**src/hw/irq_pkg.sv**
```systemverilog
//############################
// register data is 32 bits wide, so NUM_IRQ may not exceed 32
// addresses above REG_ACTIVE are unmapped and read as zero
//############################
`default_nettype none

package irq_pkg;

    typedef logic [2:0]  reg_addr_t;      // register address
    typedef logic [31:0] reg_data_t;      // register data word

    // per-source configuration, sliced out of the mask/edge/polarity words
    typedef struct packed {
        logic enable;                     // mask bit, 1 lets the source through
        logic edge_mode;                  // 1 = edge latched, 0 = level
        logic active_low;                 // 1 = pin asserts low
    } chan_cfg_t;

    // arbiter is either free to grant or waiting for end of service
    typedef enum logic [0:0] {
        ARB_IDLE    = 1'b0,
        ARB_SERVICE = 1'b1
    } arb_state_e;

    localparam reg_addr_t REG_MASK     = 3'd0; // per-source enable
    localparam reg_addr_t REG_EDGE     = 3'd1; // per-source edge mode
    localparam reg_addr_t REG_POLARITY = 3'd2; // per-source active low
    localparam reg_addr_t REG_CTRL     = 3'd3; // bit 0 global enable
    localparam reg_addr_t REG_PENDING  = 3'd4; // read only, pending vector
    localparam reg_addr_t REG_ACTIVE   = 3'd5; // read only, inta vector

endpackage

`default_nettype wire

```
**src/hw/irq_arbiter.sv**
```systemverilog
//############################
// fixed priority, index 0 wins; no preemption while a grant is held
// irq_done bits for sources not in service are ignored
//############################
`default_nettype none

module irq_arbiter
    import irq_pkg::*;
#(
    parameter int NUM_IRQ = 8
) (
    input  wire logic               clk,
    input  wire logic               rst,
    input  wire logic               irq_en,     // global enable
    input  wire logic [NUM_IRQ-1:0] pending,
    input  wire logic [NUM_IRQ-1:0] irq_done,   // end of service, per source
    output logic      [NUM_IRQ-1:0] inta,       // one-hot acknowledge, held
    output logic      [NUM_IRQ-1:0] grant,      // pulse on the first inta cycle
    output logic                    main_go     // main thread may run
);

    arb_state_e         state_q;
    arb_state_e         state_nxt;
    logic [NUM_IRQ-1:0] pick;       // lowest pending bit, isolated
    logic               found;      // any pending at all
    logic [NUM_IRQ-1:0] inta_nxt;
    logic [NUM_IRQ-1:0] grant_nxt;

    // priority encoder, first set bit from index 0 up
    always_comb begin
        pick  = '0;
        found = 1'b0;
        for (int i = 0; i < NUM_IRQ; i++) begin
            if (pending[i] && !found) begin
                pick[i] = 1'b1;
                found   = 1'b1;
            end
        end
    end

    always_comb begin
        state_nxt = state_q;
        inta_nxt  = inta;
        grant_nxt = '0;
        case (state_q)
            ARB_IDLE: begin
                if (irq_en && found) begin
                    inta_nxt  = pick;
                    grant_nxt = pick;             // tells the channel to clear its edge
                    state_nxt = ARB_SERVICE;
                end
            end
            ARB_SERVICE: begin
                inta_nxt = inta & ~irq_done;      // pending is not looked at here
                if (inta_nxt == '0) begin
                    state_nxt = ARB_IDLE;         // free to grant from the next edge
                end
            end
            default: state_nxt = ARB_IDLE;
        endcase
    end

    always_ff @(posedge clk or posedge rst) begin
        if (rst) begin
            state_q <= ARB_IDLE;
            inta    <= '0;
            grant   <= '0;
        end else begin
            state_q <= state_nxt;
            inta    <= inta_nxt;
            grant   <= grant_nxt;
        end
    end

    // nothing in service and nothing enabled waiting
    assign main_go = (inta == '0) && !(irq_en && (|pending));

endmodule

`default_nettype wire

```
**src/hw/irq_channel.sv**
```systemverilog
//############################
// pin is asynchronous; pending follows it three clocks after it is driven
// polarity change may look like an edge to edge-mode detection
//############################
`default_nettype none

module irq_channel
    import irq_pkg::*;
(
    input  wire logic      clk,
    input  wire logic      rst,
    input  wire logic      pin,       // raw request pin
    input  wire logic      grant,     // one-cycle pulse when this source is acked
    input  wire chan_cfg_t cfg,
    output logic           pending
);

    logic sync1_q;        // first synchronizer stage, may go metastable
    logic sync2_q;        // second stage, safe to use
    logic level;          // polarity-corrected request, 1 = active
    logic level_d_q;      // level one clock earlier
    logic rise;           // inactive to active transition
    logic pending_nxt;

    // two-flop synchronizer
    always_ff @(posedge clk or posedge rst) begin
        if (rst) begin
            sync1_q <= 1'b0;
            sync2_q <= 1'b0;
        end else begin
            sync1_q <= pin;
            sync2_q <= sync1_q;
        end
    end

    // flip active-low pins so 1 always means request
    assign level = sync2_q ^ cfg.active_low;

    // delayed copy for the edge detector
    always_ff @(posedge clk or posedge rst) begin
        if (rst) begin
            level_d_q <= 1'b0;
        end else begin
            level_d_q <= level;
        end
    end

    assign rise = level & ~level_d_q;

    // Level mode simply tracks the enabled level. Edge mode keeps the flag
    // until the arbiter grants this source; a fresh edge in the grant cycle
    // re-arms it so the second request is not lost.
    always_comb begin
        if (!cfg.enable) begin
            pending_nxt = 1'b0;                  // masked source drops at once
        end else if (!cfg.edge_mode) begin
            pending_nxt = level;
        end else if (rise) begin
            pending_nxt = 1'b1;                  // new edge beats the clear
        end else if (grant) begin
            pending_nxt = 1'b0;
        end else begin
            pending_nxt = pending;
        end
    end

    always_ff @(posedge clk or posedge rst) begin
        if (rst) begin
            pending <= 1'b0;
        end else begin
            pending <= pending_nxt;
        end
    end

endmodule

`default_nettype wire

```
**src/hw/irq_ctrl_top.sv**
```systemverilog
//############################
// NUM_IRQ from 1 to 32; request pins are asynchronous to clk
//############################
`default_nettype none

module irq_ctrl_top
    import irq_pkg::*;
#(
    parameter int NUM_IRQ = 8
) (
    input  wire logic               clk,
    input  wire logic               rst,
    input  wire logic [NUM_IRQ-1:0] irq,        // external request pins
    input  wire logic [NUM_IRQ-1:0] irq_done,   // end of service from the ISR
    input  wire logic               wr,
    input  wire logic               rd,
    input  wire reg_addr_t          addr,
    input  wire reg_data_t          wdata,
    output reg_data_t               rdata,
    output logic                    rvalid,
    output logic      [NUM_IRQ-1:0] inta,       // interrupt acknowledge
    output logic                    main_go
);

    chan_cfg_t [NUM_IRQ-1:0] cfg;         // per-channel mask/mode/polarity
    logic                    irq_en;      // global enable from REG_CTRL
    logic      [NUM_IRQ-1:0] pending;     // one bit from each channel
    logic      [NUM_IRQ-1:0] grant;       // grant pulses back to the channels

    // status words are 32 bits, wider controllers do not fit
    if (NUM_IRQ < 1 || NUM_IRQ > 32) begin : g_bad_num_irq
        $error("irq_ctrl_top: NUM_IRQ must be between 1 and 32");
    end

    irq_regs #(
        .NUM_IRQ (NUM_IRQ)
    ) u_regs (
        .clk     (clk),
        .rst     (rst),
        .wr      (wr),
        .rd      (rd),
        .addr    (addr),
        .wdata   (wdata),
        .pending (pending),
        .inta    (inta),
        .rdata   (rdata),
        .rvalid  (rvalid),
        .cfg     (cfg),
        .irq_en  (irq_en)
    );

    // one identical channel per pin
    for (genvar i = 0; i < NUM_IRQ; i++) begin : g_chan
        irq_channel u_chan (
            .clk     (clk),
            .rst     (rst),
            .pin     (irq[i]),
            .grant   (grant[i]),
            .cfg     (cfg[i]),
            .pending (pending[i])
        );
    end

    irq_arbiter #(
        .NUM_IRQ (NUM_IRQ)
    ) u_arb (
        .clk      (clk),
        .rst      (rst),
        .irq_en   (irq_en),
        .pending  (pending),
        .irq_done (irq_done),
        .inta     (inta),
        .grant    (grant),
        .main_go  (main_go)
    );

endmodule

`default_nettype wire

```
**src/hw/irq_regs.sv**
```systemverilog
//############################
// plain wr/rd strobes, no wait states; read data lands one clock after rd
// write and read in the same cycle returns the value before the write
//############################
`default_nettype none

module irq_regs
    import irq_pkg::*;
#(
    parameter int NUM_IRQ = 8
) (
    input  wire logic                    clk,
    input  wire logic                    rst,
    input  wire logic                    wr,        // one-cycle write strobe
    input  wire logic                    rd,        // one-cycle read strobe
    input  wire reg_addr_t               addr,
    input  wire reg_data_t               wdata,
    input  wire logic [NUM_IRQ-1:0]      pending,   // live status for readback
    input  wire logic [NUM_IRQ-1:0]      inta,      // live acknowledge for readback
    output reg_data_t                    rdata,
    output logic                         rvalid,
    output chan_cfg_t [NUM_IRQ-1:0]      cfg,       // one config per channel
    output logic                         irq_en     // global enable
);

    logic [NUM_IRQ-1:0] mask_q;     // 1 = source enabled
    logic [NUM_IRQ-1:0] edge_q;     // 1 = edge mode
    logic [NUM_IRQ-1:0] pol_q;      // 1 = active low
    logic               en_q;       // REG_CTRL bit 0
    reg_data_t          rd_mux;     // combinational read select

    // register writes, unmapped addresses fall through
    always_ff @(posedge clk or posedge rst) begin
        if (rst) begin
            mask_q <= '0;
            edge_q <= '0;
            pol_q  <= '0;
            en_q   <= 1'b0;
        end else if (wr) begin
            case (addr)
                REG_MASK:     mask_q <= wdata[NUM_IRQ-1:0];
                REG_EDGE:     edge_q <= wdata[NUM_IRQ-1:0];
                REG_POLARITY: pol_q  <= wdata[NUM_IRQ-1:0];
                REG_CTRL:     en_q   <= wdata[0];
                default:      ;                            // read only or unmapped
            endcase
        end
    end

    // read select, everything zero-extended to the data word
    always_comb begin
        case (addr)
            REG_MASK:     rd_mux = reg_data_t'(mask_q);
            REG_EDGE:     rd_mux = reg_data_t'(edge_q);
            REG_POLARITY: rd_mux = reg_data_t'(pol_q);
            REG_CTRL:     rd_mux = reg_data_t'(en_q);
            REG_PENDING:  rd_mux = reg_data_t'(pending);
            REG_ACTIVE:   rd_mux = reg_data_t'(inta);
            default:      rd_mux = '0;                     // unmapped reads zero
        endcase
    end

    // registered read port, rdata holds between reads
    always_ff @(posedge clk or posedge rst) begin
        if (rst) begin
            rdata  <= '0;
            rvalid <= 1'b0;
        end else begin
            rvalid <= rd;                  // one-cycle pulse after rd
            if (rd) begin
                rdata <= rd_mux;           // q values are pre-write here
            end
        end
    end

    // spread the three config words out per channel
    always_comb begin
        for (int i = 0; i < NUM_IRQ; i++) begin
            cfg[i].enable     = mask_q[i];
            cfg[i].edge_mode  = edge_q[i];
            cfg[i].active_low = pol_q[i];
        end
    end

    assign irq_en = en_q;

endmodule

`default_nettype wire

```
**config.mk**
```make
export PLATFORM = sky130hd
export DESIGN_NAME = irq_ctrl_top
export DESIGN_NICKNAME = d
export VERILOG_FILES = /design/src/hw/irq_pkg.sv /design/src/hw/irq_arbiter.sv /design/src/hw/irq_channel.sv /design/src/hw/irq_ctrl_top.sv /design/src/hw/irq_regs.sv
export SDC_FILE = /design/constraint.sdc
export NUM_CORES = 1
export LEC_CHECK = 0
export BUFFER_PORTS_ARGS = -buffer_cell sky130_fd_sc_hd__buf_2
export CAP_MARGIN = 20
export CELL_PAD_IN_SITES_DETAIL_PLACEMENT = 1
export CELL_PAD_IN_SITES_GLOBAL_PLACEMENT = 2
export CORE_UTILIZATION = 36
export DETAILED_ROUTE_END_ITERATION = 8
export PLACE_DENSITY_LB_ADDON = 0.2
export REMOVE_ABC_BUFFERS = 1
export SETUP_SLACK_MARGIN = 0.05
export SLEW_MARGIN = 40
export SYNTH_ARGS = -nofsm -noshare
export SYNTH_HDL_FRONTEND = slang
export SYNTH_SLANG_ARGS = --single-unit
```
**constraint.sdc**
```tcl
create_clock -name clk -period 5.7 [get_ports clk]
set_input_delay 0.57 -clock clk [delete_from_list [all_inputs] [get_ports clk]]
set_output_delay 0.57 -clock clk [all_outputs]
set_load 0.005 [all_outputs]
```
==> results of run 1 <==
[cells in the mapped netlist, drive strengths merged (2+ instances only)]
cell,n
buf,32
nand2b,3
mux2,28
a31oi,3
nor3b,3
o221ai,3
dfrtp,83
o22ai,4
and3b,2
a22oi,5
nor3,2
a21oi,6
xor2,8
nor2b,3
clkbuf,3
mux4,4
nor2,12
o21a,3
nand3b,2
o21ai,8
a31o,6
and2,10
and3,3
inv,9
mux2i,3
nor4,2
nand2,36
nand3,4
a32o,2
[worst register-to-register path, stage by stage, from the launching register on]
cell,delay (ns)
dfrtp_1,0.54
nor2b_4,0.24
nand2_1,0.09
nor3_1,0.41
a32o_1,0.24
[power breakdown]
| group | internal [mW] | switching, mW | leakage (nW) |
|---|---|---|---|
| clock | 0.303 | 0.208 | 0.117 |
| combinational | 0.181 | 0.168 | 0.788 |
| sequential | 0.701 | 0.116 | 1.03 |
| total | 1.19 | 0.492 | 1.93 |
[cell families (layout without fill, tap and decap cells)]
logic type	Yosys count	after routing	synth area share, %
mux	35	35	12.74
flops	83	83	56.83
xor+xnor	8	8	1.917
simple gates	85	85	12.50
compound gates	42	42	7.943
buf+inv	44	74	7.976
other cells	1	24	0.1026
[path summary, 6_finish.rpt]
check | endpoint | slack, ns | depth (start not counted)
worst min-delay path | g_chan[3].u_chan.sync1_q | 0.31 | 1
worst max register to register | u_arb.inta[6] | 4.13 | 4
min in group asynchronous | g_chan[5].u_chan.level_d_q | 0.38 | 3
max in group asynchronous | g_chan[7].u_chan.sync2_q | 4.86 | 3
worst max-delay path | main_go | 3.55 | 4
worst min register to register | g_chan[6].u_chan.sync2_q | 0.35 | 0
[flip-flops by register name, summed over array words and instances (netlist names)]
register,flops
u_regs.edge_q,8
u_regs.irq_en,1
g_chan.u_chan.pending,8
u_arb.inta,8
u_regs.mask_q,8
u_regs.rdata,8
u_regs.pol_q,8
g_chan.u_chan.sync2_q,8
u_arb.grant,8
g_chan.u_chan.level_d_q,8
u_arb.state_q,1
u_regs.rvalid,1
g_chan.u_chan.sync1_q,8
[per-layer routing]
| metal | vias to the layer above | routed length, um | share of wire [%] |
|---|---|---|---|
| li1 | 1085 | - | - |
| met1 | 1189 | 3761 | 45 |
| met3 | 11 | 415 | 5.0 |
| met5 | - | 0 | 0 |
| met2 | 66 | 3992 | 48 |
| met4 | 0 | 127 | 1.5 |
[cell type report]
class	count	share of cell area (%)
Multi-Input combinational cell	194	33.09
Clock buffer	12	3.499
Sequential cell	83	50.08
Timing Repair Buffer	49	6.124
Tap cell	133	4.012
Inverter	9	0.8446
Clock inverter	4	2.353
==> metrics.txt, run 1 <==
Leak 1.931 nW; Synth Cell Area 3655 um2; Final Setup Violations 0; P&R area growth vs syn 13.49%; hold buffer count at CTS 0; Max Transition Viols Final 0; sequential area share after synthesis 56.83%; Multi-input gate area 1373 um2; Layout Utilization 42.24%; CTS tree yes; RSZ-0062 raised after global routing false; CTS Buf Count 9; WP data arrival 1.58 ns; Slew @ Worst Pin 0.7717 ns; Final Hold Fails 0; Crit-path slowest cell dfrtp_1; vias 2351; clock skew 0.01018 ns; register area 2077 um2; GR peak layer met2; Layout Nets 401; layout cell share with drive strength beyond 1 30.77%; Core Area 9819 um2; mean post-synth cell area 12.26 um2; All-Layer GR Usage 17.60%; crit-path max FO 6; worst min-delay path startpoint irq[3]; DR vias/cell 4.857; first-pass GRT wire length 13320 um; largest net degree at the start of global routing 84; CTS clk-pin slew, worst paths 0.08 ns; remaining global-route overflow 0; # diodes 0; Root Driver clkbuf_8; drt first-iter violations 53; Die Y 102.8 um; Critical Path Sink Type output pin; commonest non-fill, non-tap cell in the layout dfrtp_1; CTS sink cnt 83; H-tree depth 3; most frequent cells in the layout 83 x dfrtp_1, 48 x buf_2, 36 x nand2_1, 24 x conb_1, 20 x mux2_2; outcome complete, no violations; crit-path max cell delay 0.46 ns; CTS resizes 0; ANT nets after route 0; number of port buffers 48; detailed-placement wirelength estimate 5700 um; count of cell types in the netlist 40; post-route cell area 4148 um2; Synth Flop Type dfrtp_1; vias in the first global route 2433; Worst-Skew Late Latency 0.36 ns; Crit path max-delay family flip-flops; PwrDens 404.5 nW/um2; initial antenna violation count 0; met3 usage 4.475%; final hold slack 0.3089 ns; crit path launch g_chan[4].u_chan.pending; die width 102.8 um; Post-DP Area 3902 um2; Total Power 1.678 mW; CP Data Required Time 5.13 ns; row count 36; Setup WS pre-CTS 3.216 ns; clk buf depth 2; asr flop ratio synth 100.0%; Synth area leaders dfrtp_1 57%, mux2_2 6.2%, buf_4 5.5%; Hold/Removal Path Class in -> reg; drc violations 0; drt pass-1 iters 4; Initial Utilization 37.22%; gpl congestion 0.7186; Post-Layout Cell Count 484; maxcap violations 0; cells after synthesis 298; setup bufs post-CTS 0; placed cells 468; Period minus WS final 2.154 ns; Yosys top cell area share 56.83%; Post-synth EDFFs 0; Tcrit/Tclk final 37.79%; met2 usage 27.28%; CP Launch Type flip-flop; met1 GRT Util 23.72%; TNS Setup 0 ns; final worst slack 3.546 ns; fill count 1088; Worst slew margin 48.56%; full die area 10560 um2; critical-path cell list nor2_1 -> nand4_1 -> a21oi_1 -> buf_2; yosys warns 0; r2r startpoint u_arb.state_q; # IOs 97; WP buf/inv 1; critical path class reg -> out; f_max 464.3 MHz; drt wl/cell 17.14 um; Yosys reg bits 83; IR Drop Worst-Case VDD 0.1451 mV; top cell type by total area after synthesis dfrtp_1; wirelength, routed 8296 um
Note: power is estimated with default switching activity, not from simulation.
==> run 2, diff against run 1 <==
--- a/config.mk
+++ b/config.mk
@@ -5,11 +5,12 @@
 export SDC_FILE = /design/constraint.sdc
 export NUM_CORES = 1
 export LEC_CHECK = 0
+export ABC_AREA = 1
 export BUFFER_PORTS_ARGS = -buffer_cell sky130_fd_sc_hd__buf_2
 export CAP_MARGIN = 20
 export CELL_PAD_IN_SITES_DETAIL_PLACEMENT = 1
 export CELL_PAD_IN_SITES_GLOBAL_PLACEMENT = 2
-export CORE_UTILIZATION = 36
+export CORE_UTILIZATION = 29
 export DETAILED_ROUTE_END_ITERATION = 8
 export PLACE_DENSITY_LB_ADDON = 0.2
 export REMOVE_ABC_BUFFERS = 1
==> constraint.sdc (replaced) <==
create_clock -name clk -period 1.9 [get_ports clk]
set_input_delay 0.19 -clock clk [delete_from_list [all_inputs] [get_ports clk]]
set_output_delay 0.19 -clock clk [all_outputs]
set_load 0.005 [all_outputs]
==> run 2 against run 1 <==
  * Via count is 26% higher
  * Clock-buffer cell count is 3 lower
  * Hold slack worse by 0.25 ns
  * Synthesized area is 5.4% higher
  * Cell count is 33% higher
  * Core utilization is 6.7 points lower
  * Design area is 9.6% higher
  * Clock power grew to 3.5 times the previous value
  * Wire length is 24% higher
  * Global-route usage is 0.85 points lower
  * Clock skew is 0.0033 ns lower
  * Critical path type unchanged
==> metrics.txt, run 2 <==
Setup WS pre-CTS 0.3740 ns; CTS sink cnt 83; cells after synthesis 410; detailed-placement wirelength estimate 6817 um; drt first-iter violations 147; Synth top cells by count 92 x nand2_1, 83 x dfrtp_1, 55 x nand3_1; clock skew 0.006845 ns; first-pass GRT wire length 16400 um; count of cell types in the netlist 29; Leak 2.325 nW; CP Data Required Time 1.71 ns; Core Area 12770 um2; yosys warns 0; Max Transition Viols Final 0; Synth Cell Area 3851 um2; crit path launch u_arb.inta[1]; Die Y 117.2 um; f_max 559.9 MHz; RSZ-0062 raised after global routing false; commonest non-fill, non-tap cell in the layout nand2_1; DR vias/cell 4.590; P&R area growth vs syn 18.03%; clk buf depth 2; gpl congestion 0.7393; vias 2965; Final Setup Violations 0; # diodes 0; Period minus WS final 1.786 ns; Yosys top cell area share 53.93%; drc violations 0; final worst slack 0.1138 ns; Slew @ Worst Pin 0.5742 ns; PwrDens 1129 nW/um2; initial antenna violation count 0; IR Drop Worst-Case VDD 0.4755 mV; CP Launch Type flip-flop; top cell type by total area after synthesis dfrtp_1; die width 117.2 um; flop2flop setup slack 0.45 ns; Total Power 5.134 mW; cell with the most instances after synthesis nand2_1; Worst slew margin 61.72%; ANT nets after route 0; Worst-Skew Late Latency 0.34 ns; setup bufs post-CTS 0; WP data arrival 1.60 ns; Synth Flop Type dfrtp_1; Initial Utilization 30.15%; largest net degree at the start of global routing 84; mean post-synth cell area 9.393 um2; Reg2Reg Capture Point u_arb.inta[7]; r2r startpoint u_arb.state_q; Yosys reg bits 83; asr flop ratio synth 100.0%; Root Driver clkbuf_16; drt pass-1 iters 7; Final Hold Fails 0; remaining global-route overflow 0; wirelength, routed 10260 um; CTS tree yes; outcome complete, no violations; Synth area leaders dfrtp_1 54%, nand2_1 9.0%, nand3_1 7.1%; CP Capture Point main_go; number of port buffers 48; critical path class reg -> out; vias in the first global route 2931; Layout Nets 524; H-tree depth 3; row count 41; Post-synth EDFFs 0; maxcap violations 0; Tcrit/Tclk final 94.01%; layout cell share with drive strength beyond 1 18.99%; crit-path max FO 5; CTS Buf Count 9; full die area 13750 um2; # IOs 97; most frequent cells in the layout 92 x nand2_1, 83 x dfrtp_1, 55 x nand3_1, 48 x buf_2, 33 x inv_1; All-Layer GR Usage 16.75%; fill count 1507; CTS clk-pin slew, worst paths 0.07 ns; sequential area share after synthesis 53.93%; drt wl/cell 15.88 um; reg2reg path depth 4; Critical Path Sink Type output pin; Hold/Removal Path Class in -> reg
## run 2: area by class of cell
type | instances | area [um2] | share of cell area [%]
clock buffer | 9 | 225.2 | 4.955
timing repair buffer | 61 | 372.9 | 8.203
sequential | 83 | 2077 | 45.69
inverter | 36 | 138.9 | 3.055
clock inverter | 7 | 77.57 | 1.707
tap | 172 | 215.2 | 4.734
multi-input combinational | 278 | 1439 | 31.65
## run 2: cell families (layout without fill, tap and decap cells)
group,count (synthesis),after routing,share of synthesized area [%]
flip-flops,83,83,53.93
XOR/XNOR,8,8,1.819
buffers and inverters,72,113,11.08
AND/OR/NAND/NOR,199,199,25.44
other,1,24,0.09737
AO/OA/AOI/OAI,47,47,7.635
## run 2: per-layer routing
layer	global-route usage, %	share of wire, %
met5	0	0
met4	6.160	1.5
met3	4.068	4.5
met2	24.71	44
met1	23.72	50
## run 2: through the flow
step / setup TNS, ns / cells / util (%) / instance area (um2) / hold WS [ns]
4_1_cts: 0 / 646 / 35.55 / 4541 / 0.04631
3_3_place_gp: 0 / 621 / 32.47 / 4148 / 0.2984
6_report: 0 / 646 / 35.59 / 4546 / 0.05808
5_1_grt: 0 / 646 / 35.59 / 4546 / 0.04145
3_5_place_dp: 0 / 621 / 32.47 / 4148 / 0.3001
2_1_floorplan: -35.42 / 397 / - / 3649 / 0.2214
## run 2: where the power goes
| part | switching [mW] | internal [mW] | total, mW |
|---|---|---|---|
| combinational | 0.630 | 0.387 | 1.02 |
| clock | 0.762 | 1.02 | 1.79 |
| sequential | 0.282 | 2.05 | 2.33 |
| total | 1.67 | 3.46 | 5.13 |
## run 2: worst min path at each step
stage | from | to | cells past startpoint
2_1_floorplan | irq[0] | g_chan[0].u_chan.sync1_q | 0
3_3_place_gp | irq[6] | g_chan[6].u_chan.sync1_q | 1
3_5_place_dp | irq[0] | g_chan[0].u_chan.sync1_q | 1
4_1_cts | rd | u_regs.rvalid | 1
5_1_grt | rd | u_regs.rvalid | 1
6_report | rd | u_regs.rvalid | 1
## run 2: worst max-delay path, cell delays in order (launching register included)
cell and delay, ns:
dfrtp_1 0.45, nor4_1 0.41, nand2_1 0.10, nor2_1 0.15, buf_2 0.14
## run 2: repair_timing
action	CTS	global route
gates resized for setup	0	1
hold buffers	9	0
endpoints found under the hold margin	91	0
setup endpoints to repair	0	1
